## config.mk

```make
export PLATFORM = sky130hd
export DESIGN_NAME = mips_decode_flat
export DESIGN_NICKNAME = d
export VERILOG_FILES = /design/src/mips_pipe_pkg.sv /design/src/mips_isa_pkg.sv /design/src/pipe_if.sv /design/src/mips_decode.sv /design/src/flat_wrapper.sv
export SDC_FILE = /design/constraint.sdc
export NUM_CORES = 1
export LEC_CHECK = 0
export ABC_AREA = 1
export BUFFER_PORTS_ARGS = -buffer_cell sky130_fd_sc_hd__buf_2
export CAP_MARGIN = 30
export CORE_AREA = 2 2 222 224
export DETAILED_ROUTE_END_ITERATION = 16
export DIE_AREA = 0 0 224 226
export HOLD_SLACK_MARGIN = 0.05
export SETUP_SLACK_MARGIN = 0.2
export SLEW_MARGIN = 15
export SYNTH_ARGS = -nofsm -noshare
export SYNTH_HDL_FRONTEND = slang
export SYNTH_SLANG_ARGS = --single-unit
```

## constraint.sdc

```tcl
create_clock -name clk -period 2 [get_ports clk]
set_input_delay 0.4 -clock clk [delete_from_list [all_inputs] [get_ports clk]]
set_output_delay 0.4 -clock clk [all_outputs]
set_load 0.005 [all_outputs]
```

## src/mips_pipe_pkg.sv

```systemverilog
`default_nettype none

package mips_pipe_pkg;

	typedef enum logic [2:0] {
		alu_add,
		alu_sub,
		alu_and,
		alu_or,
		alu_slt,
		alu_pass_a,
		alu_pass_b,
		alu_link
	} alu_op_t;

	typedef logic [11:0] apb_addr_t;

	localparam apb_addr_t addr_instr = 12'h000;
	localparam apb_addr_t addr_gpr_base = 12'h100; // 32 words up to 0x17c
	localparam apb_addr_t addr_hi = 12'h180;
	localparam apb_addr_t addr_lo = 12'h184;

	typedef enum logic {
		apb_idle,
		apb_wait_drain
	} apb_state_t;

endpackage

`default_nettype wire

```

## src/mips_isa_pkg.sv

```systemverilog
`default_nettype none

package mips_isa_pkg;

	typedef logic [31:0] word_t;
	typedef logic [4:0] reg_idx_t;
	typedef logic [5:0] opcode_t;
	typedef logic [5:0] funct_t;

	localparam opcode_t op_rtype = 6'h00;
	localparam opcode_t op_addi = 6'h08;
	localparam opcode_t op_lw = 6'h23;
	localparam opcode_t op_sw = 6'h2b;
	localparam opcode_t op_j = 6'h02;
	localparam opcode_t op_jal = 6'h03;
	localparam opcode_t op_halt = 6'h3f; // Not a MIPS opcode, stops the core

	localparam funct_t fn_add = 6'h20;
	localparam funct_t fn_sub = 6'h22;
	localparam funct_t fn_and = 6'h24;
	localparam funct_t fn_or = 6'h25;
	localparam funct_t fn_slt = 6'h2a;
	localparam funct_t fn_mult = 6'h18;
	localparam funct_t fn_multu = 6'h19;
	localparam funct_t fn_mfhi = 6'h10;
	localparam funct_t fn_mflo = 6'h12;
	localparam funct_t fn_jr = 6'h08;
	localparam funct_t fn_jalr = 6'h09;

endpackage

`default_nettype wire
```

## src/pipe_if.sv

```systemverilog
`timescale 1ns/100ps
`default_nettype none

interface dec_exec_if (input logic clk);
	logic valid;
	mips_pipe_pkg::alu_op_t alu_op;
	mips_isa_pkg::word_t op_a;
	mips_isa_pkg::word_t op_b;
	mips_isa_pkg::word_t src_b; // Immediate or register operand, as the ALU sees it
	logic register_write;
	logic memory_to_register;
	logic memory_write;
	logic hi_write;
	logic lo_write;
	logic signed_mult;
	logic jump;
	logic jalr;
	logic halt;
	mips_isa_pkg::opcode_t op;
	mips_isa_pkg::reg_idx_t write_register;
	mips_isa_pkg::word_t store_data;
	logic [25:0] jump_field;
	mips_isa_pkg::word_t issue_addr;

	modport decode (output valid, alu_op, op_a, op_b, src_b, register_write,
		memory_to_register, memory_write, hi_write, lo_write, signed_mult, jump, jalr,
		halt, op, write_register, store_data, jump_field, issue_addr);
	modport execute (input clk, valid, alu_op, op_a, op_b, src_b, register_write,
		memory_to_register, memory_write, hi_write, lo_write, signed_mult, jump, jalr,
		halt, op, write_register, store_data, jump_field, issue_addr);
endinterface

interface exec_mem_if;
	logic ex_valid, mem_valid;
	logic ex_register_write, mem_register_write;
	logic ex_memory_to_register, mem_memory_to_register;
	logic ex_memory_write, mem_memory_write;
	logic ex_hi_write, mem_hi_write;
	logic ex_lo_write, mem_lo_write;
	logic ex_jump, mem_jump;
	logic ex_jalr, mem_jalr;
	logic ex_halt, mem_halt;
	mips_isa_pkg::opcode_t ex_op, mem_op;
	mips_isa_pkg::word_t ex_src_a, mem_src_a;
	mips_isa_pkg::word_t ex_alu_result, mem_alu_result;
	mips_isa_pkg::word_t ex_hi_result, mem_hi_result;
	mips_isa_pkg::word_t ex_lo_result, mem_lo_result;
	mips_isa_pkg::word_t ex_write_data, mem_write_data;
	mips_isa_pkg::reg_idx_t ex_write_register, mem_write_register;
	mips_isa_pkg::word_t ex_jump_target, mem_jump_target;

	// Write-back port, with the register file read ports riding along
	logic wb_valid;
	mips_isa_pkg::reg_idx_t wb_register;
	mips_isa_pkg::word_t wb_data;
	logic wb_hi_valid;
	mips_isa_pkg::word_t wb_hi;
	logic wb_lo_valid;
	mips_isa_pkg::word_t wb_lo;
	mips_isa_pkg::reg_idx_t rf_idx_a, rf_idx_b, rf_idx_c;
	mips_isa_pkg::word_t rf_a, rf_b, rf_c;
	mips_isa_pkg::word_t hi_value, lo_value;

	modport execute (output ex_valid, ex_register_write, ex_memory_to_register,
		ex_memory_write, ex_hi_write, ex_lo_write, ex_jump, ex_jalr, ex_halt, ex_op,
		ex_src_a, ex_alu_result, ex_hi_result, ex_lo_result, ex_write_data,
		ex_write_register, ex_jump_target);
	modport source (input ex_valid, ex_register_write, ex_memory_to_register,
		ex_memory_write, ex_hi_write, ex_lo_write, ex_jump, ex_jalr, ex_halt, ex_op,
		ex_src_a, ex_alu_result, ex_hi_result, ex_lo_result, ex_write_data,
		ex_write_register, ex_jump_target);
	modport stage (output mem_valid, mem_register_write, mem_memory_to_register,
		mem_memory_write, mem_hi_write, mem_lo_write, mem_jump, mem_jalr, mem_halt, mem_op,
		mem_src_a, mem_alu_result, mem_hi_result, mem_lo_result, mem_write_data,
		mem_write_register, mem_jump_target);
	modport memory (input mem_valid, mem_register_write, mem_memory_to_register,
		mem_memory_write, mem_hi_write, mem_lo_write, mem_jump, mem_jalr, mem_halt, mem_op,
		mem_src_a, mem_alu_result, mem_hi_result, mem_lo_result, mem_write_data,
		mem_write_register, mem_jump_target);
	modport wb_out (output wb_valid, wb_register, wb_data, wb_hi_valid, wb_hi, wb_lo_valid,
		wb_lo, rf_a, rf_b, rf_c, hi_value, lo_value, input rf_idx_a, rf_idx_b, rf_idx_c);
	modport wb_in (input wb_valid, wb_register, wb_data, wb_hi_valid, wb_hi, wb_lo_valid,
		wb_lo, rf_a, rf_b, rf_c, hi_value, lo_value, output rf_idx_a, rf_idx_b, rf_idx_c);
endinterface

`default_nettype wire

```

## src/mips_decode.sv

```systemverilog
`timescale 1ns/100ps
`default_nettype none

module mips_decode (
	input logic clk,
	input logic reset,
	input logic issue,
	input mips_isa_pkg::word_t issue_word,
	input mips_pipe_pkg::apb_addr_t rd_sel,
	exec_mem_if.wb_in wb,
	dec_exec_if.decode dx,
	output mips_isa_pkg::word_t rd_data
);

	mips_isa_pkg::opcode_t op;
	mips_isa_pkg::funct_t funct;
	mips_isa_pkg::reg_idx_t rs;
	mips_isa_pkg::reg_idx_t rt;
	mips_isa_pkg::reg_idx_t rd;
	mips_isa_pkg::reg_idx_t wr;
	mips_isa_pkg::word_t imm;
	mips_isa_pkg::word_t a_val;
	mips_isa_pkg::word_t b_val;
	mips_isa_pkg::word_t hi_val;
	mips_isa_pkg::word_t lo_val;
	mips_isa_pkg::word_t issue_count;
	mips_pipe_pkg::alu_op_t alu_op;
	logic is_r;
	logic use_imm;
	logic rw;
	logic mult;
	logic jalr;
	logic jump;

	function automatic mips_isa_pkg::word_t bypass(input mips_isa_pkg::reg_idx_t idx,
		input mips_isa_pkg::word_t rf);
		return (wb.wb_valid && wb.wb_register == idx) ? wb.wb_data : rf;
	endfunction

	assign op = issue_word[31:26];
	assign rs = issue_word[25:21];
	assign rt = issue_word[20:16];
	assign rd = issue_word[15:11];
	assign funct = issue_word[5:0];
	assign imm = {{16{issue_word[15]}}, issue_word[15:0]};

	assign wb.rf_idx_a = rs;
	assign wb.rf_idx_b = rt;
	assign wb.rf_idx_c = rd_sel[6:2];
	assign a_val = bypass(rs, wb.rf_a);
	assign b_val = bypass(rt, wb.rf_b);
	assign hi_val = wb.wb_hi_valid ? wb.wb_hi : wb.hi_value;
	assign lo_val = wb.wb_lo_valid ? wb.wb_lo : wb.lo_value;

	assign is_r = op == mips_isa_pkg::op_rtype;
	assign use_imm = op inside {mips_isa_pkg::op_addi, mips_isa_pkg::op_lw, mips_isa_pkg::op_sw};
	assign mult = is_r && funct inside {mips_isa_pkg::fn_mult, mips_isa_pkg::fn_multu};
	assign jalr = is_r && funct inside {mips_isa_pkg::fn_jr, mips_isa_pkg::fn_jalr};
	assign jump = jalr || op == mips_isa_pkg::op_j || op == mips_isa_pkg::op_jal;
	assign rw = is_r ? funct inside {mips_isa_pkg::fn_add, mips_isa_pkg::fn_sub,
		mips_isa_pkg::fn_and, mips_isa_pkg::fn_or, mips_isa_pkg::fn_slt, mips_isa_pkg::fn_mfhi,
		mips_isa_pkg::fn_mflo, mips_isa_pkg::fn_jalr} :
		op inside {mips_isa_pkg::op_addi, mips_isa_pkg::op_lw, mips_isa_pkg::op_jal};
	assign wr = is_r ? rd : (op == mips_isa_pkg::op_jal ? 5'd31 : rt);

	always_comb begin
		alu_op = mips_pipe_pkg::alu_add;
		if (op == mips_isa_pkg::op_jal) begin
			alu_op = mips_pipe_pkg::alu_link;
		end else if (is_r) begin
			case (funct)
				mips_isa_pkg::fn_sub: alu_op = mips_pipe_pkg::alu_sub;
				mips_isa_pkg::fn_and: alu_op = mips_pipe_pkg::alu_and;
				mips_isa_pkg::fn_or: alu_op = mips_pipe_pkg::alu_or;
				mips_isa_pkg::fn_slt: alu_op = mips_pipe_pkg::alu_slt;
				mips_isa_pkg::fn_mfhi: alu_op = mips_pipe_pkg::alu_pass_a;
				mips_isa_pkg::fn_mflo: alu_op = mips_pipe_pkg::alu_pass_b;
				mips_isa_pkg::fn_jalr: alu_op = mips_pipe_pkg::alu_link;
				default: alu_op = mips_pipe_pkg::alu_add;
			endcase
		end
	end

	always_ff @(posedge clk, posedge reset) begin
		if (reset) begin
			dx.valid <= 1'b0;
			dx.register_write <= 1'b0;
			dx.memory_to_register <= 1'b0;
			dx.memory_write <= 1'b0;
			dx.hi_write <= 1'b0;
			dx.lo_write <= 1'b0;
			dx.jump <= 1'b0;
			dx.jalr <= 1'b0;
			dx.halt <= 1'b0;
			issue_count <= '0;
		end else begin
			dx.valid <= issue;
			dx.register_write <= issue & rw;
			dx.memory_to_register <= issue & (op == mips_isa_pkg::op_lw);
			dx.memory_write <= issue & (op == mips_isa_pkg::op_sw);
			dx.hi_write <= issue & mult; // mult and multu always write both halves
			dx.lo_write <= issue & mult;
			dx.jump <= issue & jump;
			dx.jalr <= issue & jalr;
			dx.halt <= issue & (op == mips_isa_pkg::op_halt);
			if (issue)
				issue_count <= issue_count + 32'd1;
		end
	end

	always_ff @(posedge clk) begin
		dx.alu_op <= alu_op;
		dx.op_a <= (is_r && funct == mips_isa_pkg::fn_mfhi) ? hi_val : a_val;
		dx.op_b <= b_val;
		dx.src_b <= use_imm ? imm : ((is_r && funct == mips_isa_pkg::fn_mflo) ? lo_val : b_val);
		dx.signed_mult <= funct == mips_isa_pkg::fn_mult;
		dx.op <= op;
		dx.write_register <= wr;
		dx.store_data <= b_val;
		dx.jump_field <= issue_word[25:0];
		dx.issue_addr <= {issue_count[29:0], 2'b00};
	end

	always_comb begin
		case (rd_sel)
			mips_pipe_pkg::addr_hi: rd_data = hi_val;
			mips_pipe_pkg::addr_lo: rd_data = lo_val;
			default: rd_data = bypass(rd_sel[6:2], wb.rf_c);
		endcase
	end

endmodule

`default_nettype wire

```

## src/flat_wrapper.sv

```systemverilog
// flat-port wrapper written by rule: the top's interface ports become plain ports
module mips_decode_flat 
  (clk, reset, issue, issue_word, rd_sel, rd_data, wb_wb_valid, wb_wb_register, wb_wb_data, wb_wb_hi_valid, wb_wb_hi, wb_wb_lo_valid, wb_wb_lo, wb_rf_a, wb_rf_b, wb_rf_c, wb_hi_value, wb_lo_value, wb_rf_idx_a, wb_rf_idx_b, wb_rf_idx_c, dx_valid, dx_alu_op, dx_op_a, dx_op_b, dx_src_b, dx_register_write, dx_memory_to_register, dx_memory_write, dx_hi_write, dx_lo_write, dx_signed_mult, dx_jump, dx_jalr, dx_halt, dx_op, dx_write_register, dx_store_data, dx_jump_field, dx_issue_addr);
  exec_mem_if wb_i ();
  dec_exec_if dx_i (.clk(clk));
  input logic clk;
  input logic reset;
  input logic issue;
  input mips_isa_pkg::word_t issue_word;
  input mips_pipe_pkg::apb_addr_t rd_sel;
  output mips_isa_pkg::word_t rd_data;
  input wire logic [$bits(wb_i.wb_valid)-1:0] wb_wb_valid;
  input wire logic [$bits(wb_i.wb_register)-1:0] wb_wb_register;
  input wire logic [$bits(wb_i.wb_data)-1:0] wb_wb_data;
  input wire logic [$bits(wb_i.wb_hi_valid)-1:0] wb_wb_hi_valid;
  input wire logic [$bits(wb_i.wb_hi)-1:0] wb_wb_hi;
  input wire logic [$bits(wb_i.wb_lo_valid)-1:0] wb_wb_lo_valid;
  input wire logic [$bits(wb_i.wb_lo)-1:0] wb_wb_lo;
  input wire logic [$bits(wb_i.rf_a)-1:0] wb_rf_a;
  input wire logic [$bits(wb_i.rf_b)-1:0] wb_rf_b;
  input wire logic [$bits(wb_i.rf_c)-1:0] wb_rf_c;
  input wire logic [$bits(wb_i.hi_value)-1:0] wb_hi_value;
  input wire logic [$bits(wb_i.lo_value)-1:0] wb_lo_value;
  output wire logic [$bits(wb_i.rf_idx_a)-1:0] wb_rf_idx_a;
  output wire logic [$bits(wb_i.rf_idx_b)-1:0] wb_rf_idx_b;
  output wire logic [$bits(wb_i.rf_idx_c)-1:0] wb_rf_idx_c;
  output wire logic [$bits(dx_i.valid)-1:0] dx_valid;
  output wire logic [$bits(dx_i.alu_op)-1:0] dx_alu_op;
  output wire logic [$bits(dx_i.op_a)-1:0] dx_op_a;
  output wire logic [$bits(dx_i.op_b)-1:0] dx_op_b;
  output wire logic [$bits(dx_i.src_b)-1:0] dx_src_b;
  output wire logic [$bits(dx_i.register_write)-1:0] dx_register_write;
  output wire logic [$bits(dx_i.memory_to_register)-1:0] dx_memory_to_register;
  output wire logic [$bits(dx_i.memory_write)-1:0] dx_memory_write;
  output wire logic [$bits(dx_i.hi_write)-1:0] dx_hi_write;
  output wire logic [$bits(dx_i.lo_write)-1:0] dx_lo_write;
  output wire logic [$bits(dx_i.signed_mult)-1:0] dx_signed_mult;
  output wire logic [$bits(dx_i.jump)-1:0] dx_jump;
  output wire logic [$bits(dx_i.jalr)-1:0] dx_jalr;
  output wire logic [$bits(dx_i.halt)-1:0] dx_halt;
  output wire logic [$bits(dx_i.op)-1:0] dx_op;
  output wire logic [$bits(dx_i.write_register)-1:0] dx_write_register;
  output wire logic [$bits(dx_i.store_data)-1:0] dx_store_data;
  output wire logic [$bits(dx_i.jump_field)-1:0] dx_jump_field;
  output wire logic [$bits(dx_i.issue_addr)-1:0] dx_issue_addr;
  assign wb_i.wb_valid = wb_wb_valid;
  assign wb_i.wb_register = wb_wb_register;
  assign wb_i.wb_data = wb_wb_data;
  assign wb_i.wb_hi_valid = wb_wb_hi_valid;
  assign wb_i.wb_hi = wb_wb_hi;
  assign wb_i.wb_lo_valid = wb_wb_lo_valid;
  assign wb_i.wb_lo = wb_wb_lo;
  assign wb_i.rf_a = wb_rf_a;
  assign wb_i.rf_b = wb_rf_b;
  assign wb_i.rf_c = wb_rf_c;
  assign wb_i.hi_value = wb_hi_value;
  assign wb_i.lo_value = wb_lo_value;
  assign wb_rf_idx_a = wb_i.rf_idx_a;
  assign wb_rf_idx_b = wb_i.rf_idx_b;
  assign wb_rf_idx_c = wb_i.rf_idx_c;
  assign dx_valid = dx_i.valid;
  assign dx_alu_op = dx_i.alu_op;
  assign dx_op_a = dx_i.op_a;
  assign dx_op_b = dx_i.op_b;
  assign dx_src_b = dx_i.src_b;
  assign dx_register_write = dx_i.register_write;
  assign dx_memory_to_register = dx_i.memory_to_register;
  assign dx_memory_write = dx_i.memory_write;
  assign dx_hi_write = dx_i.hi_write;
  assign dx_lo_write = dx_i.lo_write;
  assign dx_signed_mult = dx_i.signed_mult;
  assign dx_jump = dx_i.jump;
  assign dx_jalr = dx_i.jalr;
  assign dx_halt = dx_i.halt;
  assign dx_op = dx_i.op;
  assign dx_write_register = dx_i.write_register;
  assign dx_store_data = dx_i.store_data;
  assign dx_jump_field = dx_i.jump_field;
  assign dx_issue_addr = dx_i.issue_addr;
  mips_decode u_core (.clk(clk), .reset(reset), .issue(issue), .issue_word(issue_word), .rd_sel(rd_sel), .wb(wb_i), .dx(dx_i), .rd_data(rd_data));
endmodule
```

== Word-level counts from Yosys, hierarchy flattened ==
Index checks and enable logic that the tools add are counted.
Operators by class
  add/subtract/negate cells: 1
  equality and inequality tests: 22
  multiplexer cells: 14
  bitwise gates (word level): 7
  reduce and logical (&&, ||, !) cells: 15
Operators with widths (count)
  $mux W32: 8
  $pmux W32 S2: 1
  $eq A6 B6 Y1 const B: 8
  $add A32 B1 Y32 const B: 1
  $eq A12 B9 Y1 const B: 2
  $eq A6 B5 Y1 const B: 4
  $pmux W3 S7: 1
  $eq A6 B4 Y1 const B: 3
  $eq A5 B5 Y1: 3
  $eq A6 B2 Y1 const B: 2
  $mux W5: 2
  $reduce_bool A8 Y1: 1
  $and A1 B1 Y1: 7
  $logic_and A1 B1 Y1: 7
  $logic_not A6 Y1: 1
  $reduce_bool A3 Y1: 2
  $reduce_bool A2 Y1: 2
  $mux W3: 1
  $logic_or A1 B1 Y1: 2
  $mux W1: 1
Storage, ports and cells
  register bits: 207
  output and inout port bits: 257
  word-level logic and storage cells: 77

== Logic depth before layout (Yosys ltp) ==
Gate-level depths: netlist of the first run.
  depth in word-level cells: 6
  depth in mapped cells: 11

== Worst setup path before layout of the first run ==
No wires, ideal clock.
  kind: input-to-output
  from: input wb_wb_hi_valid
  to: output rd_data[0]
  arrival: 1371 ps
  data required time: 1600 ps
  path slack: 229 ps
  stages on the path: 7
  path through: clkbuf_1 -> buf_2 -> mux2_2 -> nand3_1 -> o21ai_0 -> inv_1 -> nand2_1
Between the ends
  word-level cells in the longest chain between the ends: 2
Ends and longest elaborated chain
  start: declaration: RTL line flat_wrapper.sv:15  | input wire logic [$bits(wb_i.wb_hi_valid)-1:0] wb_wb_hi_valid;
  $mux W32: RTL line mips_decode.sv:52  | assign hi_val = wb.wb_hi_valid ? wb.wb_hi : wb.hi_value;
  $pmux W32 S2: RTL line mips_decode.sv:125  | case (rd_sel)
  end: declaration: RTL line flat_wrapper.sv:11  | output mips_isa_pkg::word_t rd_data;
Every way passes these cells.

== Worst setup path in the final report of the first run ==
  from: input rd_sel[4]
  to: output rd_data[10]
Between the ends
  word-level cells in the longest chain between the ends: 4
  elaborated cells on any way between the ends: 6
Ends and longest elaborated chain
  start: declaration: RTL line flat_wrapper.sv:10  | input mips_pipe_pkg::apb_addr_t rd_sel;
  $eq A5 B5 Y1: RTL line mips_decode.sv:37  | return (wb.wb_valid && wb.wb_register == idx) ? wb.wb_data : rf;
  $logic_and A1 B1 Y1: RTL line mips_decode.sv:37
  $mux W32: RTL line mips_decode.sv:37
  $pmux W32 S2 *: RTL line mips_decode.sv:125
Mark *: on every way between the ends. The rest lies on a longest branch, timed or not.

==> results.md, run 1 <==
Timing:
- The normalized max-slew margin is 58.8%.
- The number of endpoints failing setup at the final stage is 32.
- At the pin with the least slew margin, the transition time is 0.617 ns.
- Setup repair after global routing could not meet its margin everywhere.
- Static timing analysis puts the maximum clock frequency at 454 MHz.
- The number of hold violations in the final report came to 0.
- The final critical path takes up 110% of the cycle.
- The post-route minimum period is 2.20 ns.
- Clock skew on the completed layout was measured at 0.0102 ns.
- Across all setup checks in the final design, the least slack found is -0.203 ns.
- The number of max-slew violations in the final report is 0.

Route:
- The length of the first detailed-routing pass in iterations is 5.
- Summed over all layers, the routed wires come to 57,700 µm.
- The average routed wire per standard cell is 20.6 µm.
- The routed via count divided by cell count is 4.55.
- In the routed design, unresolved DRC markers number 0.
- The count of antenna-violating nets left after detailed routing is 0.
- The final route contains 12,700 vias.
- The DRC violation total after the first TritonRoute iteration is 833.

Logic synthesis:
- Dividing the synthesized area by the synthesized cell count gives 7.16 µm².
- The sequential element share of the synthesized area is 40.1%.
- The synthesized design contains 205 register bits.
- The total standard cell area after synthesis is 10,700 µm².
- During synthesis, Yosys emitted a total of 0 warnings.
- The unique cell type count in the Yosys netlist is 41.
- The number of enable flip-flop cells after synthesis is 0.
- Synthesis produced 1,494 cells.
- The most used flip-flop cell after synthesis is sky130_fd_sc_hd__dfxtp_1.
- After synthesis, the share of flip-flops with an asynchronous set or reset is 18.5%.

Clocking:
- Clock-pin slew was measured on the worst setup and hold paths at 0.06 ns.
- For the worst-skew pair, the clock arrives at the later sink with an insertion delay of 0.55 ns.
- The clock tree from TritonCTS is yes.
- The number of CTS-inserted buffers is 25.
- For this design, the sink count on the clock tree is 205.
- The number of H-tree branching levels is 1.
- CTS placed an instance of sky130_fd_sc_hd__clkbuf_16 at the clock tree root.
- The clock passes through at most 3 buffers.

Critical path:
- The most numerous cell type found on the critical path is sky130_fd_sc_hd__buf_6.
- Walking the worst path, the cells encountered are buf_8, buf_4, inv_1, nand2_1, a22oi_2, buf_6, buf_12, nand4_1, nand3_2, nand2_2, buf_6.
- Of all nets on the critical path, the largest fanout is 16.
- The number of cells on the worst reg-to-reg path is 9.
- In this design, the largest share of critical-path delay is due to buffers and inverters.
- The critical path crosses 11 cells after its start point.
- The worst setup path is captured at an output port.
- STA classifies the critical path startpoint as an input pin.
- The slowest stage of the critical path is the sky130_fd_sc_hd__nand4_1 cell.
- Data on the critical path is required at its endpoint by 1.60 ns.
- The largest single stage delay on the critical path is 0.22 ns.
- The critical path arrival is 1.80 ns.
- The number of buffer and inverter stages on the critical path is 6.
- The critical path is of the input pin to output port type.

Global routing:
- The total congestion overflow after global routing is 0.
- The first global-routing pass estimated 78,400 µm of wire.
- The number of global-route vias before repair is 12,400.
- For this run, the total global-route usage over all layers was measured as 21.0%.
- The largest net degree at the start of global routing is 39.
- The number of antenna violations at the first check in global routing is 14.

Floorplanning:
- Measured along the x axis, the die boundary spans 224 µm.
- For this configuration, the core starts out at a cell density of 22.1%.
- The I/O pin total is 568.
- The row count is 81.
- The die outline area is 50,600 µm².
- The y dimension of the die is 226 µm.
- The placeable core area is 48,300 µm².

Cells and area:
- Summing all multi-input logic gate instances after layout gives 5080 µm².
- The final non-filler cell area is 16,800 µm².
- The final net count is 2,466.
- The proportion of layout cells with a drive suffix above 1 is 39.9%.
- In the final layout, flip-flops and latches occupy 4290 µm².
- Compared with the post-synthesis result, the final layout area differs by 57.0%.
- After filler insertion, the fill cell instance count of the layout stands at 5,144.

Power:
- The cell leakage power is 9.23 nW.
- Across the VDD grid, the largest voltage drop is 0.529 mV.
- The power per cell area is 697 nW/µm².

Min path:
- In this run the worst hold path is classified as input pin to register.
- Along the worst hold path, the cell count comes to 3.

Place:
- After detailed placement, the total cell area comes to 14,700 µm².
- Port buffering added 565 buffers.
- The setup slack after placement is -0.269 ns.
- At the end of routability-driven placement, the weighted congestion stood at 0.907.
- The placed wire-length estimate is 44,600 µm.

Outcome:
- The flow ran to the end, but the final reports show violations.
- The checks that failed: setup timing.

Flow run:
- The max-cap violation count is 0.
final cells by class:
| cell class | instances | share of cell area (%) |
|---|---|---|
| diodes | 5 | 0.0745 |
| clock buffers | 32 | 4.19 |
| clock inverters | 13 | 0.983 |
| inverters | 222 | 5.05 |
| multi-input cells | 947 | 30.3 |
| flip-flops and latches | 205 | 25.6 |
| well taps | 622 | 4.63 |
| repair buffers | 753 | 29.3 |
logic make-up (layout without fill, tap and decap cells):
kind of cell | after synthesis | in the layout | share of synthesized area (%)
compound gates | 52 | 52 | 2.61
xor+xnor | 22 | 22 | 1.80
fa+ha+maj | 1 | 1 | 0.117
buf+inv | 343 | 1020 | 15.2
flops | 205 | 205 | 40.1
mux | 64 | 64 | 6.36
other cells | 1 | 7 | 0.0350
simple gates | 806 | 806 | 33.8
metrics by stage:
step	TNS [ns]	total power [W]	hold WS (ns)	utilization (%)	instances
detailed placement	-6.68	0.00674	0.391	30.4	2677
floorplan	0	0.00550	0.368	-	1495
global placement	-7.57	0.00673	0.387	30.4	2677
global route	-7.39	0.0122	0.0668	34.7	2797
finish	-4.68	0.0117	0.0791	34.8	2799
CTS	-5.18	0.0118	0.0504	33.5	2767
cells in the final DEF, fill, tap and decap left out, drive strengths merged, types with 39 or more instances in the layout:
master / n
buf: 703
clkbuf: 39
dfxtp: 167
dlygate4sd3: 41
inv: 223
nand2: 460
nand3: 187
nand4: 82
nor2: 60
o21ai: 39
power by group:
| part | switching (W) | internal, W | total (W) |
|---|---|---|---|
| Sequential | 0.000179 | 0.00442 | 0.00460 |
| Clock | 0.00198 | 0.00289 | 0.00487 |
| Combinational | 0.00122 | 0.00103 | 0.00225 |
| Total | 0.00338 | 0.00833 | 0.0117 |
Yosys cell counts (2+ instances only):
master / number / share of area, %
sky130_fd_sc_hd__nand2_1: 458 / 16
sky130_fd_sc_hd__inv_1: 211 / 7.4
sky130_fd_sc_hd__nand3_1: 186 / 8.7
sky130_fd_sc_hd__dfxtp_1: 167 / 31
sky130_fd_sc_hd__nand4_1: 80 / 4.7
sky130_fd_sc_hd__buf_4: 55 / 3.9
sky130_fd_sc_hd__buf_2: 46 / 2.2
sky130_fd_sc_hd__nor2_1: 46 / 1.6
sky130_fd_sc_hd__dfrtp_1: 38 / 8.9
sky130_fd_sc_hd__o21ai_0: 36 / 1.7
sky130_fd_sc_hd__mux2i_1: 32 / 3.0
sky130_fd_sc_hd__mux2_2: 26 / 2.7
sky130_fd_sc_hd__xor2_1: 13 / 1.1
sky130_fd_sc_hd__inv_2: 10 / 0.35
sky130_fd_sc_hd__nor3_1: 10 / 0.47
sky130_fd_sc_hd__buf_6: 9 / 0.95
sky130_fd_sc_hd__xnor2_1: 9 / 0.74
sky130_fd_sc_hd__clkbuf_1: 8 / 0.28
sky130_fd_sc_hd__nor2_2: 8 / 0.47
sky130_fd_sc_hd__a21oi_1: 7 / 0.33
sky130_fd_sc_hd__mux2_1: 6 / 0.63
sky130_fd_sc_hd__nor2_4: 5 / 0.53
sky130_fd_sc_hd__buf_1: 3 / 0.11
sky130_fd_sc_hd__nand3b_1: 3 / 0.21
sky130_fd_sc_hd__o21ai_1: 3 / 0.14
sky130_fd_sc_hd__nand2_4: 2 / 0.21
sky130_fd_sc_hd__nor4_1: 2 / 0.12
sky130_fd_sc_hd__o22ai_1: 2 / 0.12
metal layers:
metal	wire length, µm	vias up	track usage (%)
met4	1770	12	5.85
met3	4230	110	4.28
li1	-	6018	-
met2	28500	645	37.8
met5	55	-	0
met1	23100	5938	25.2
flip-flops by register name, indices dropped and copies added (netlist names), 3 cells and up:
signal,flops
u_core.dx.op_a,32
u_core.dx.op_b,32
u_core.dx.src_b,32
u_core.dx.issue_addr,30
u_core.issue_count,30
u_core.dx.jump_field,26
u_core.dx.op,6
u_core.dx.write_register,5
u_core.dx.alu_op,3
final timing paths:
check | start | slack [ns] | endpoint
max | rd_sel[4] | -0.20 | rd_data[10]
min | wb_rf_b[6] | 0.08 | u_core.dx.op_b[6]$_DFF_P_
max reg2reg | u_core.issue_count[0]$_DFFE_PP0P_ | 0.40 | u_core.issue_count[16]$_DFFE_PP0P_
min reg2reg | u_core.issue_count[29]$_DFFE_PP0P_ | 0.41 | u_core.dx.issue_addr[31]$_DFF_P_
max in group asynchronous | reset | 1.10 | u_core.dx.memory_write$_DFF_PP0_
min in group asynchronous | reset | 0.53 | u_core.issue_count[23]$_DFFE_PP0P_
worst register-to-register path: stages, from the launching register on:
cell and delay [ns]:
sky130_fd_sc_hd__dfrtp_1 0.42, sky130_fd_sc_hd__ha_1 0.21, sky130_fd_sc_hd__nand2_1 0.09, sky130_fd_sc_hd__inv_1 0.08
sky130_fd_sc_hd__nand2_1 0.10, sky130_fd_sc_hd__inv_1 0.09, sky130_fd_sc_hd__nand2_1 0.11, sky130_fd_sc_hd__nor2_4 0.17
sky130_fd_sc_hd__nand2_1 0.09, sky130_fd_sc_hd__xnor2_1 0.13
repair_timing:
| item | 4_1_cts | 5_1_grt |
|---|---|---|
| pin swaps | 8 | 12 |
| hold buffers | 43 | 0 |
| endpoints found under the hold margin | 82 | 0 |
| setup endpoints to repair | 32 | 99 |
| gates resized for setup | 50 | 76 |
| cloned | 1 | 8 |
| setup buffers | 1 | 19 |
(Power assumes the default switching activity.)
==> inputs of run 2 (changes only) <==
==> constraint.sdc (replaced) <==
create_clock -name clk -period 2.25 [get_ports clk]
set_input_delay 0.45 -clock clk [delete_from_list [all_inputs] [get_ports clk]]
set_output_delay 0.45 -clock clk [all_outputs]
set_load 0.005 [all_outputs]
==> run 2 against run 1 <==
The run still ends with setup timing left. Clock skew up 0.00093 ns. Die area is the same. Sequential share of layout area rose by 1.1 points. Register-to-register slack better by 0.09 ns. Sequential cell count is the same. Setup slack better by 0.13 ns.
==> results.md, run 2 (synthesis results as in run 1) <==
Route:
- The via count of the routed design is 12,400 (was 12,700).
- The average routed wire per standard cell was 20.5 µm (was 20.6 µm).
- The length of the first detailed-routing pass in iterations came to 7 (was 5).
- The count of antenna-violating nets left after detailed routing was 0 (unchanged).
- The routed via count divided by cell count came to 4.55 (about the same).
- The total wire length after detailed routing was 55,800 µm (was 57,700 µm).
- The DRC violation total after the first TritonRoute iteration was 811 (was 833).
- The DRC violation count after routing is 0 (unchanged).

Outcome:
- Run status: complete, but fails checks (unchanged).
- Failing checks: setup timing (unchanged).

Global routing:
- The largest net degree at the start of global routing is 39 (unchanged).
- The aggregate global-route resource usage is 21.0% (about the same).
- The number of antenna violations at the first check in global routing is 11 (was 14).
- The total congestion overflow after global routing is 0 (unchanged).
- The number of global-route vias before repair is 12,300 (was 12,400).
- The first-pass GRT wire length is 78,600 µm (was 78,400 µm).

Critical path:
- The element type at the critical path end is an output port (unchanged).
- The beginning of the worst register-to-register path is u_core.issue_count[0]$_DFFE_PP0P_ (unchanged).
- The critical path arrival is 1.87 ns (was 1.80 ns).
- The slowest stage cell on the critical path is sky130_fd_sc_hd__buf_6 (was sky130_fd_sc_hd__nand4_1).
- The number of cells on the worst reg-to-reg path came to 7 (was 9).
- The largest fanout of any net on the critical path is 6 (was 16).
- The cell with the most instances on the worst path is sky130_fd_sc_hd__buf_12 (was sky130_fd_sc_hd__buf_6).
- The flop-to-flop setup slack is 0.49 ns (was 0.40 ns).
- The biggest cell delay along the critical path is 0.18 ns (was 0.22 ns).
- The required time of the worst setup path came to 1.80 ns (was 1.60 ns).
- The startpoint-to-endpoint class of the critical path is input pin to output port (unchanged).
- Ordered cell list for the critical path: buf_8, nor2_4, nand3b_1, buf_6, nor2_4, buf_12, buf_12, buf_12, nand3_1, o21ai_1, inv_1, nand2_1, buf_2 (was buf_8, buf_4, inv_1, nand2_1, a22oi_2, buf_6, buf_12, nand4_1, nand3_2, nand2_2, buf_6).
- The startpoint class of the critical path is an input pin (unchanged).
- The endpoint of the lowest-slack register-to-register path is u_core.issue_count[26]$_DFFE_PP0P_ (was u_core.issue_count[16]$_DFFE_PP0P_).

Clocking:
- The number of CTS-inserted buffers is 25 (unchanged).
- The library cell used as clock root buffer is sky130_fd_sc_hd__clkbuf_16 (unchanged).
- The clock sink count is 205 (unchanged).
- The clock tree from TritonCTS is yes (unchanged).
- The largest buffer count on any clock path is 3 (unchanged).
- The insertion delay of the later-clocked pin in the worst-skew pair is 0.55 ns (about the same).
- The clock transition at the registers of the reported paths is 0.06 ns (about the same).
- The number of H-tree branching levels came to 1 (unchanged).

Floorplanning:
- The row count is 81 (unchanged).
- The die outline area was 50,600 µm² (unchanged).
- The starting utilization of the core area came to 22.1% (unchanged).
- The y dimension of the die is 226 µm (unchanged).
- The placeable core area was 48,300 µm² (unchanged).
- The die width came to 224 µm (unchanged).
- The I/O pin total was 568 (unchanged).

Timing:
- The number of endpoints failing setup at the final stage was 23 (was 32).
- The slew at the pin closest to its max-slew limit is 0.749 ns (was 0.617 ns).
- The post-route worst setup slack is -0.0733 ns (was -0.203 ns).
- The worst-case clock skew came to 0.0112 ns (was 0.0102 ns).
- The hold slack is 0.0871 ns (was 0.0791 ns).
- The number of hold violations in the final report was 0 (unchanged).
- The maximum achievable frequency is 430 MHz.
- The post-route clock period utilization is 103%.
- The number of max-slew violations in the final report is 0 (unchanged).
- The normalized max-slew margin came to 49.8% (was 58.8%).
- The smallest clock period supported by the final layout is computed as 2.32 ns.
- RSZ-0062 raised after global routing: true (unchanged).

Min path:
- The path class of the lowest-slack min-delay path is input pin to register (unchanged).
- The worst min-delay path startpoint is issue_word[3] (was wb_rf_b[6]).
- The worst hold endpoint is u_core.dx.jump_field[3]$_DFF_P_ (was u_core.dx.op_b[6]$_DFF_P_).
- The hold path depth was 1 (was 3).

Power:
- The cell leakage power came to 8.78 nW (was 9.23 nW).
- The power per cell area is 655 nW/µm² (was 697 nW/µm²).
- The worst voltage drop across the vdd grid is 0.454 mV (was 0.529 mV).

Cells and area:
- Largest registers: u_core.dx.op_a x32, u_core.dx.op_b x32, u_core.dx.src_b x32 (unchanged).
- The final net count was 2,387 (was 2,466).
- The proportion of layout cells with a drive suffix above 1 was 38.8% (was 39.9%).
- The most frequent standard cell in the layout excluding fill and tap cells is sky130_fd_sc_hd__buf_2 (unchanged).
- Highest-count cells in the layout ignoring fill and taps: sky130_fd_sc_hd__buf_2, sky130_fd_sc_hd__nand2_1, sky130_fd_sc_hd__inv_1, sky130_fd_sc_hd__dfxtp_1, sky130_fd_sc_hd__nand3_1 (unchanged).
- The total of fill cells in the finished design is 5,189 (was 5,144).
- The synthesis-to-layout area growth is 50.2% (was 57.0%).
- The post-layout utilization of the core is 33.3% (was 34.8%).

Place:
- The routability congestion estimate from global placement is 0.918 (was 0.907).
- The count of buffers from port buffering is 565 (unchanged).
- The placed wire-length estimate is 44,600 µm (about the same).

Flow run:
- The max-cap violation count is 0 (unchanged).
[run 2: cell types whose count changed in the layout (fill, tap and decap cells not counted), moves of 4 or more]
cell,delta
sky130_fd_sc_hd__buf_4,-48
sky130_fd_sc_hd__dlygate4sd3_1,-20
sky130_fd_sc_hd__clkbuf_16,-8
sky130_fd_sc_hd__o21ai_0,-7
sky130_fd_sc_hd__nand2_1,+6
sky130_fd_sc_hd__nand2_2,-6
sky130_fd_sc_hd__o21ai_1,+6
sky130_fd_sc_hd__clkinv_4,-5
sky130_fd_sc_hd__mux2i_1,-4
[run 2: worst max-delay path, delay by kind of cell]
kind | cells | cell delay [ns]
buffers and inverters | 7 | 0.83
AOI/OAI and AO/OA | 1 | 0.08
and+or+nand+nor | 5 | 0.49
[run 2: timing repair]
item,in CTS,in global routing
pin swaps,13,24
setup buffers,5,1
hold buffers,21,0
setup endpoints to repair,32,74
gates resized for setup,83,42
cloned,3,0
hold endpoints to repair,58,0
[run 2: how the worst max path moves through the flow]
stage                               from           to  slack (ns)  depth (start not counted)
after floorplan           wb_wb_hi_valid   rd_data[0]        0.38                          7
after CTS                      rd_sel[4]   rd_data[5]       -0.05                         13
after global placement         rd_sel[4]   rd_data[3]       -0.11                         11
final                          rd_sel[5]   rd_data[8]       -0.07                         13
after detailed placement       rd_sel[4]  rd_data[12]       -0.11                         10
after global routing           rd_sel[5]   rd_data[8]       -0.16                         13
[run 2: area by class of cell]
| type | instances | area [µm²] | share of cell area [%] |
|---|---|---|---|
| multi-input cells | 947 | 5090 | 31.6 |
| repair buffers | 674 | 4140 | 25.8 |
| inverters | 222 | 841 | 5.23 |
| clock inverters | 18 | 265 | 1.65 |
| diodes | 6 | 15.0 | 0.0934 |
| flip-flops and latches | 205 | 4290 | 26.7 |
| well taps | 622 | 778 | 4.84 |
| clock buffers | 28 | 657 | 4.09 |
[run 2: stage by stage]
| stage | TNS [ns] | setup WS, ns | cells | instance area, µm² | power (W) |
|---|---|---|---|---|---|
| floorplan | 0 | 0.379 | 1495 | 10700 | 0.00489 |
| global placement | -2.12 | -0.112 | 2640 | 14400 | 0.00594 |
| detailed placement | -1.66 | -0.112 | 2640 | 14400 | 0.00594 |
| CTS | -0.399 | -0.0456 | 2715 | 15900 | 0.0107 |
| global route | -3.73 | -0.164 | 2720 | 16100 | 0.0110 |
| finish | -0.964 | -0.0733 | 2722 | 16100 | 0.0105 |
[run 2: report_power, final]
group	total, W	internal (W)	switching [W]
registers	0.00408	0.00393	0.000155
clock network	0.00458	0.00281	0.00177
logic	0.00188	0.000825	0.00105
total	0.0105	0.00756	0.00298
[run 2: metal layers]
layer	vias up	part of all wire [%]	GRT usage (%)
met5	-	0.072	0
met4	6	2.5	5.91
met3	88	6.8	4.32
met2	583	50	38.0
met1	5860	40	25.0
li1	5850	-	-
==> inputs of run 3 (changes only) <==
--- a/config.mk
+++ b/config.mk
@@ -8,11 +8,12 @@
 export ABC_AREA = 1
 export BUFFER_PORTS_ARGS = -buffer_cell sky130_fd_sc_hd__buf_2
 export CAP_MARGIN = 30
-export CORE_AREA = 2 2 222 224
+export CORE_AREA = 2 2 223 225
 export DETAILED_ROUTE_END_ITERATION = 16
-export DIE_AREA = 0 0 224 226
+export DIE_AREA = 0 0 225 227
 export HOLD_SLACK_MARGIN = 0.05
 export SETUP_SLACK_MARGIN = 0.2
+export SKIP_LAST_GASP = 1
 export SLEW_MARGIN = 15
 export SYNTH_ARGS = -nofsm -noshare
 export SYNTH_HDL_FRONTEND = slang
==> run 3 against run 2 <==
The run still ends with setup timing left. Non-clock buffer count fell by 4. Sequential cell count did not move. Wire length rose by 1.0%. Largest cell class unchanged. Clock skew is 0.0046 ns higher. Critical path type unchanged. Utilization decreased by 0.69 points.
==> results.md, run 3 (synthesis results as in run 1) <==
Timing:
- The post-route minimum period was 2.28 ns (was 2.32 ns).
- The post-route worst setup slack is -0.0312 ns (was -0.0733 ns).
- The post-route clock period utilization is 101% (was 103%).
- The slew at the pin closest to its max-slew limit was 0.829 ns (was 0.749 ns).
- The number of max-slew violations in the final report is 0 (unchanged).
- RSZ-0062 raised after global routing: true (unchanged).
- The hold slack is 0.0903 ns (was 0.0871 ns).
- The worst-case clock skew is 0.0158 ns (was 0.0112 ns).
- The number of endpoints failing setup at the final stage is 24 (was 23).
- The number of hold violations in the final report is 0 (unchanged).
- The maximum achievable frequency is 438 MHz (was 430 MHz).
- The normalized max-slew margin is 44.4% (was 49.8%).

Floorplanning:
- The die width is 225 µm (was 224 µm).
- The starting utilization of the core area is 22.0% (was 22.1%).
- The I/O pin total is 568 (unchanged).
- The placeable core area is 48,500 µm² (was 48,300 µm²).
- The y dimension of the die is 227 µm (was 226 µm).
- The row count is 81 (unchanged).
- The die outline area is 51,100 µm² (was 50,600 µm²).

Global routing:
- The first-pass GRT wire length came to 77,400 µm (was 78,600 µm).
- The number of antenna violations at the first check in global routing was 14 (was 11).
- The largest net degree at the start of global routing was 39 (unchanged).
- The number of global-route vias before repair is 12,100 (was 12,300).
- The total congestion overflow after global routing is 0 (unchanged).
- The aggregate global-route resource usage was 20.6% (was 21.0%).

Outcome:
- Failing checks: setup timing (unchanged).
- Run status: complete, but fails checks (unchanged).

Route:
- The length of the first detailed-routing pass in iterations was 6 (was 7).
- The count of antenna-violating nets left after detailed routing came to 0 (unchanged).
- The via count of the routed design came to 12,400 (about the same).
- The routed via count divided by cell count is 4.57 (was 4.55).
- The total wire length after detailed routing is 56,400 µm (was 55,800 µm).
- The DRC violation count after routing is 0 (unchanged).
- The DRC violation total after the first TritonRoute iteration was 863 (was 811).
- The average routed wire per standard cell is 20.8 µm (was 20.5 µm).

Clocking:
- The clock tree from TritonCTS is yes (unchanged).
- The number of CTS-inserted buffers was 24 (was 25).
- The clock sink count came to 205 (unchanged).
- The clock transition at the registers of the reported paths is 0.06 ns (about the same).
- The insertion delay of the later-clocked pin in the worst-skew pair came to 0.55 ns (about the same).
- The number of H-tree branching levels was 1 (unchanged).
- The library cell used as clock root buffer is sky130_fd_sc_hd__clkbuf_16 (unchanged).
- The largest buffer count on any clock path is 3 (unchanged).

Place:
- The placed wire-length estimate is 44,300 µm (was 44,600 µm).
- The total placed cells including tap cells is 2,632 (was 2,640).
- The count of buffers from port buffering is 565 (unchanged).
- The routability congestion estimate from global placement was 0.928 (was 0.918).

Cells and area:
- The filler-free cell count of the finished design is 2,714 (was 2,722).
- The area of the multi-input gates came to 5060 µm² (was 5090 µm²).
- Largest registers: u_core.dx.op_a x32, u_core.dx.op_b x32, u_core.dx.src_b x32 (unchanged).
- The most frequent standard cell in the layout excluding fill and tap cells is sky130_fd_sc_hd__buf_2 (unchanged).
- Highest-count cells in the layout ignoring fill and taps: sky130_fd_sc_hd__buf_2, sky130_fd_sc_hd__nand2_1, sky130_fd_sc_hd__inv_1, sky130_fd_sc_hd__dfxtp_1, sky130_fd_sc_hd__nand3_1 (unchanged).
- The final net count is 2,382 (was 2,387).
- The sequential standard cell area was 4290 µm² (unchanged).
- The synthesis-to-layout area growth is 47.7% (was 50.2%).
- The proportion of layout cells with a drive suffix above 1 is 38.3% (was 38.8%).
- The total of fill cells in the finished design is 5,213 (was 5,189).

Power:
- The switching fraction of total power is 28.7% (was 28.3%).
- The combinational cell fraction of total power is 18.9% (was 17.8%).
- The post-layout total power is 0.00988 W (was 0.0105 W).
- The cell leakage power is 8.69 nW (was 8.78 nW).
- The worst voltage drop across the vdd grid is 0.412 mV (was 0.454 mV).
- The share of total power in sequential cells is 41.3% (was 38.7%).
- The power per cell area was 625 nW/µm² (was 655 nW/µm²).
- The net switching component of the power is 0.00284 W (was 0.00298 W).
- The internal power consumption came to 0.00704 W (was 0.00756 W).
- The proportion of power drawn by the clock network was 39.8% (was 43.5%).

Critical path:
- The required time of the worst setup path came to 1.80 ns (about the same).
- The critical path arrival is 1.83 ns (was 1.87 ns).
- The startpoint class of the critical path is an input pin (unchanged).
- The startpoint-to-endpoint class of the critical path is input pin to output port (unchanged).
- The element type at the critical path end is an output port (unchanged).
- The largest fanout of any net on the critical path is 16 (was 6).

Flow run:
- The max-cap violation count is 0 (unchanged).

Min path:
- The path class of the lowest-slack min-delay path is input pin to register (unchanged).
-- run 3: timing repair --
item                                    4_1_cts  5_1_grt
pin swaps                                    10       20
endpoints found under the hold margin        56        0
hold buffers                                 19        0
cloned                                        0        5
buffers inserted                              4        6
endpoints found under the setup margin       32       37
gates resized for setup                      12       91
-- run 3: metal layers --
metal / GRT usage, % / wire (µm) / part of all wire, %
met3: 4.65 / 4660 / 8.3
met4: 6.43 / 1710 / 3.0
met5: 0 / 45 / 0.080
met2: 35.7 / 27400 / 49
met1: 25.4 / 22500 / 40
-- run 3: cell type report --
type                       count  area share, %
timing repair buffer         670           25.6
tap                          622           4.92
inverter                     222           5.29
multi-input combinational    947           32.0
sequential                   205           27.2
clock buffer                  34           4.43
clock inverter                 9          0.570
antenna                        5         0.0791
-- run 3: power by group through the flow --
stage	combinational (W)	sequential (W)	clock [W]
2_1_floorplan	0.000734	0.00415	0
3_3_place_gp	0.00177	0.00414	0
3_5_place_dp	0.00178	0.00415	0
4_1_cts	0.00184	0.00407	0.00404
5_1_grt	0.00205	0.00410	0.00416
6_report	0.00187	0.00407	0.00393
-- run 3: worst max-delay path, cell delays in order --
cell and delay (ns):
sky130_fd_sc_hd__buf_8 0.08, sky130_fd_sc_hd__nor2_4 0.03, sky130_fd_sc_hd__nand3b_1 0.15, sky130_fd_sc_hd__buf_6 0.14, sky130_fd_sc_hd__nor3_2 0.04, sky130_fd_sc_hd__buf_4 0.14, sky130_fd_sc_hd__nor2_4 0.23, sky130_fd_sc_hd__buf_12 0.21
sky130_fd_sc_hd__nand3_2 0.09, sky130_fd_sc_hd__nand2_2 0.10, sky130_fd_sc_hd__buf_2 0.12
-- run 3: metrics by stage --
step / setup slack (ns) / util [%] / area, µm² / setup TNS [ns]
final: -0.0312 / 32.6 / 15800 / -0.356
after global routing: -0.0948 / 32.6 / 15800 / -2.39
after CTS: -0.0438 / 31.7 / 15400 / -0.463
after detailed placement: -0.128 / 29.4 / 14300 / -0.922
after global placement: -0.122 / 29.4 / 14300 / -0.389
after floorplan: 0.379 / - / 10700 / 0
-- run 3: path summary, 6_finish.rpt --
check,startpoint,endpoint,slack [ns],cells after the start
setup / recovery,rd_sel[5],rd_data[12],-0.03,11
hold / removal,issue_word[28],u_core.dx.op[2]$_DFF_P_,0.09,1
setup reg to reg,u_core.issue_count[0]$_DFFE_PP0P_,u_core.issue_count[16]$_DFFE_PP0P_,0.53,9
hold reg to reg,u_core.issue_count[29]$_DFFE_PP0P_,u_core.dx.issue_addr[31]$_DFF_P_,0.40,0
max in group asynchronous,reset,u_core.dx.valid$_DFF_PP0_,1.31,4
min in group asynchronous,reset,u_core.issue_count[21]$_DFFE_PP0P_,0.58,4
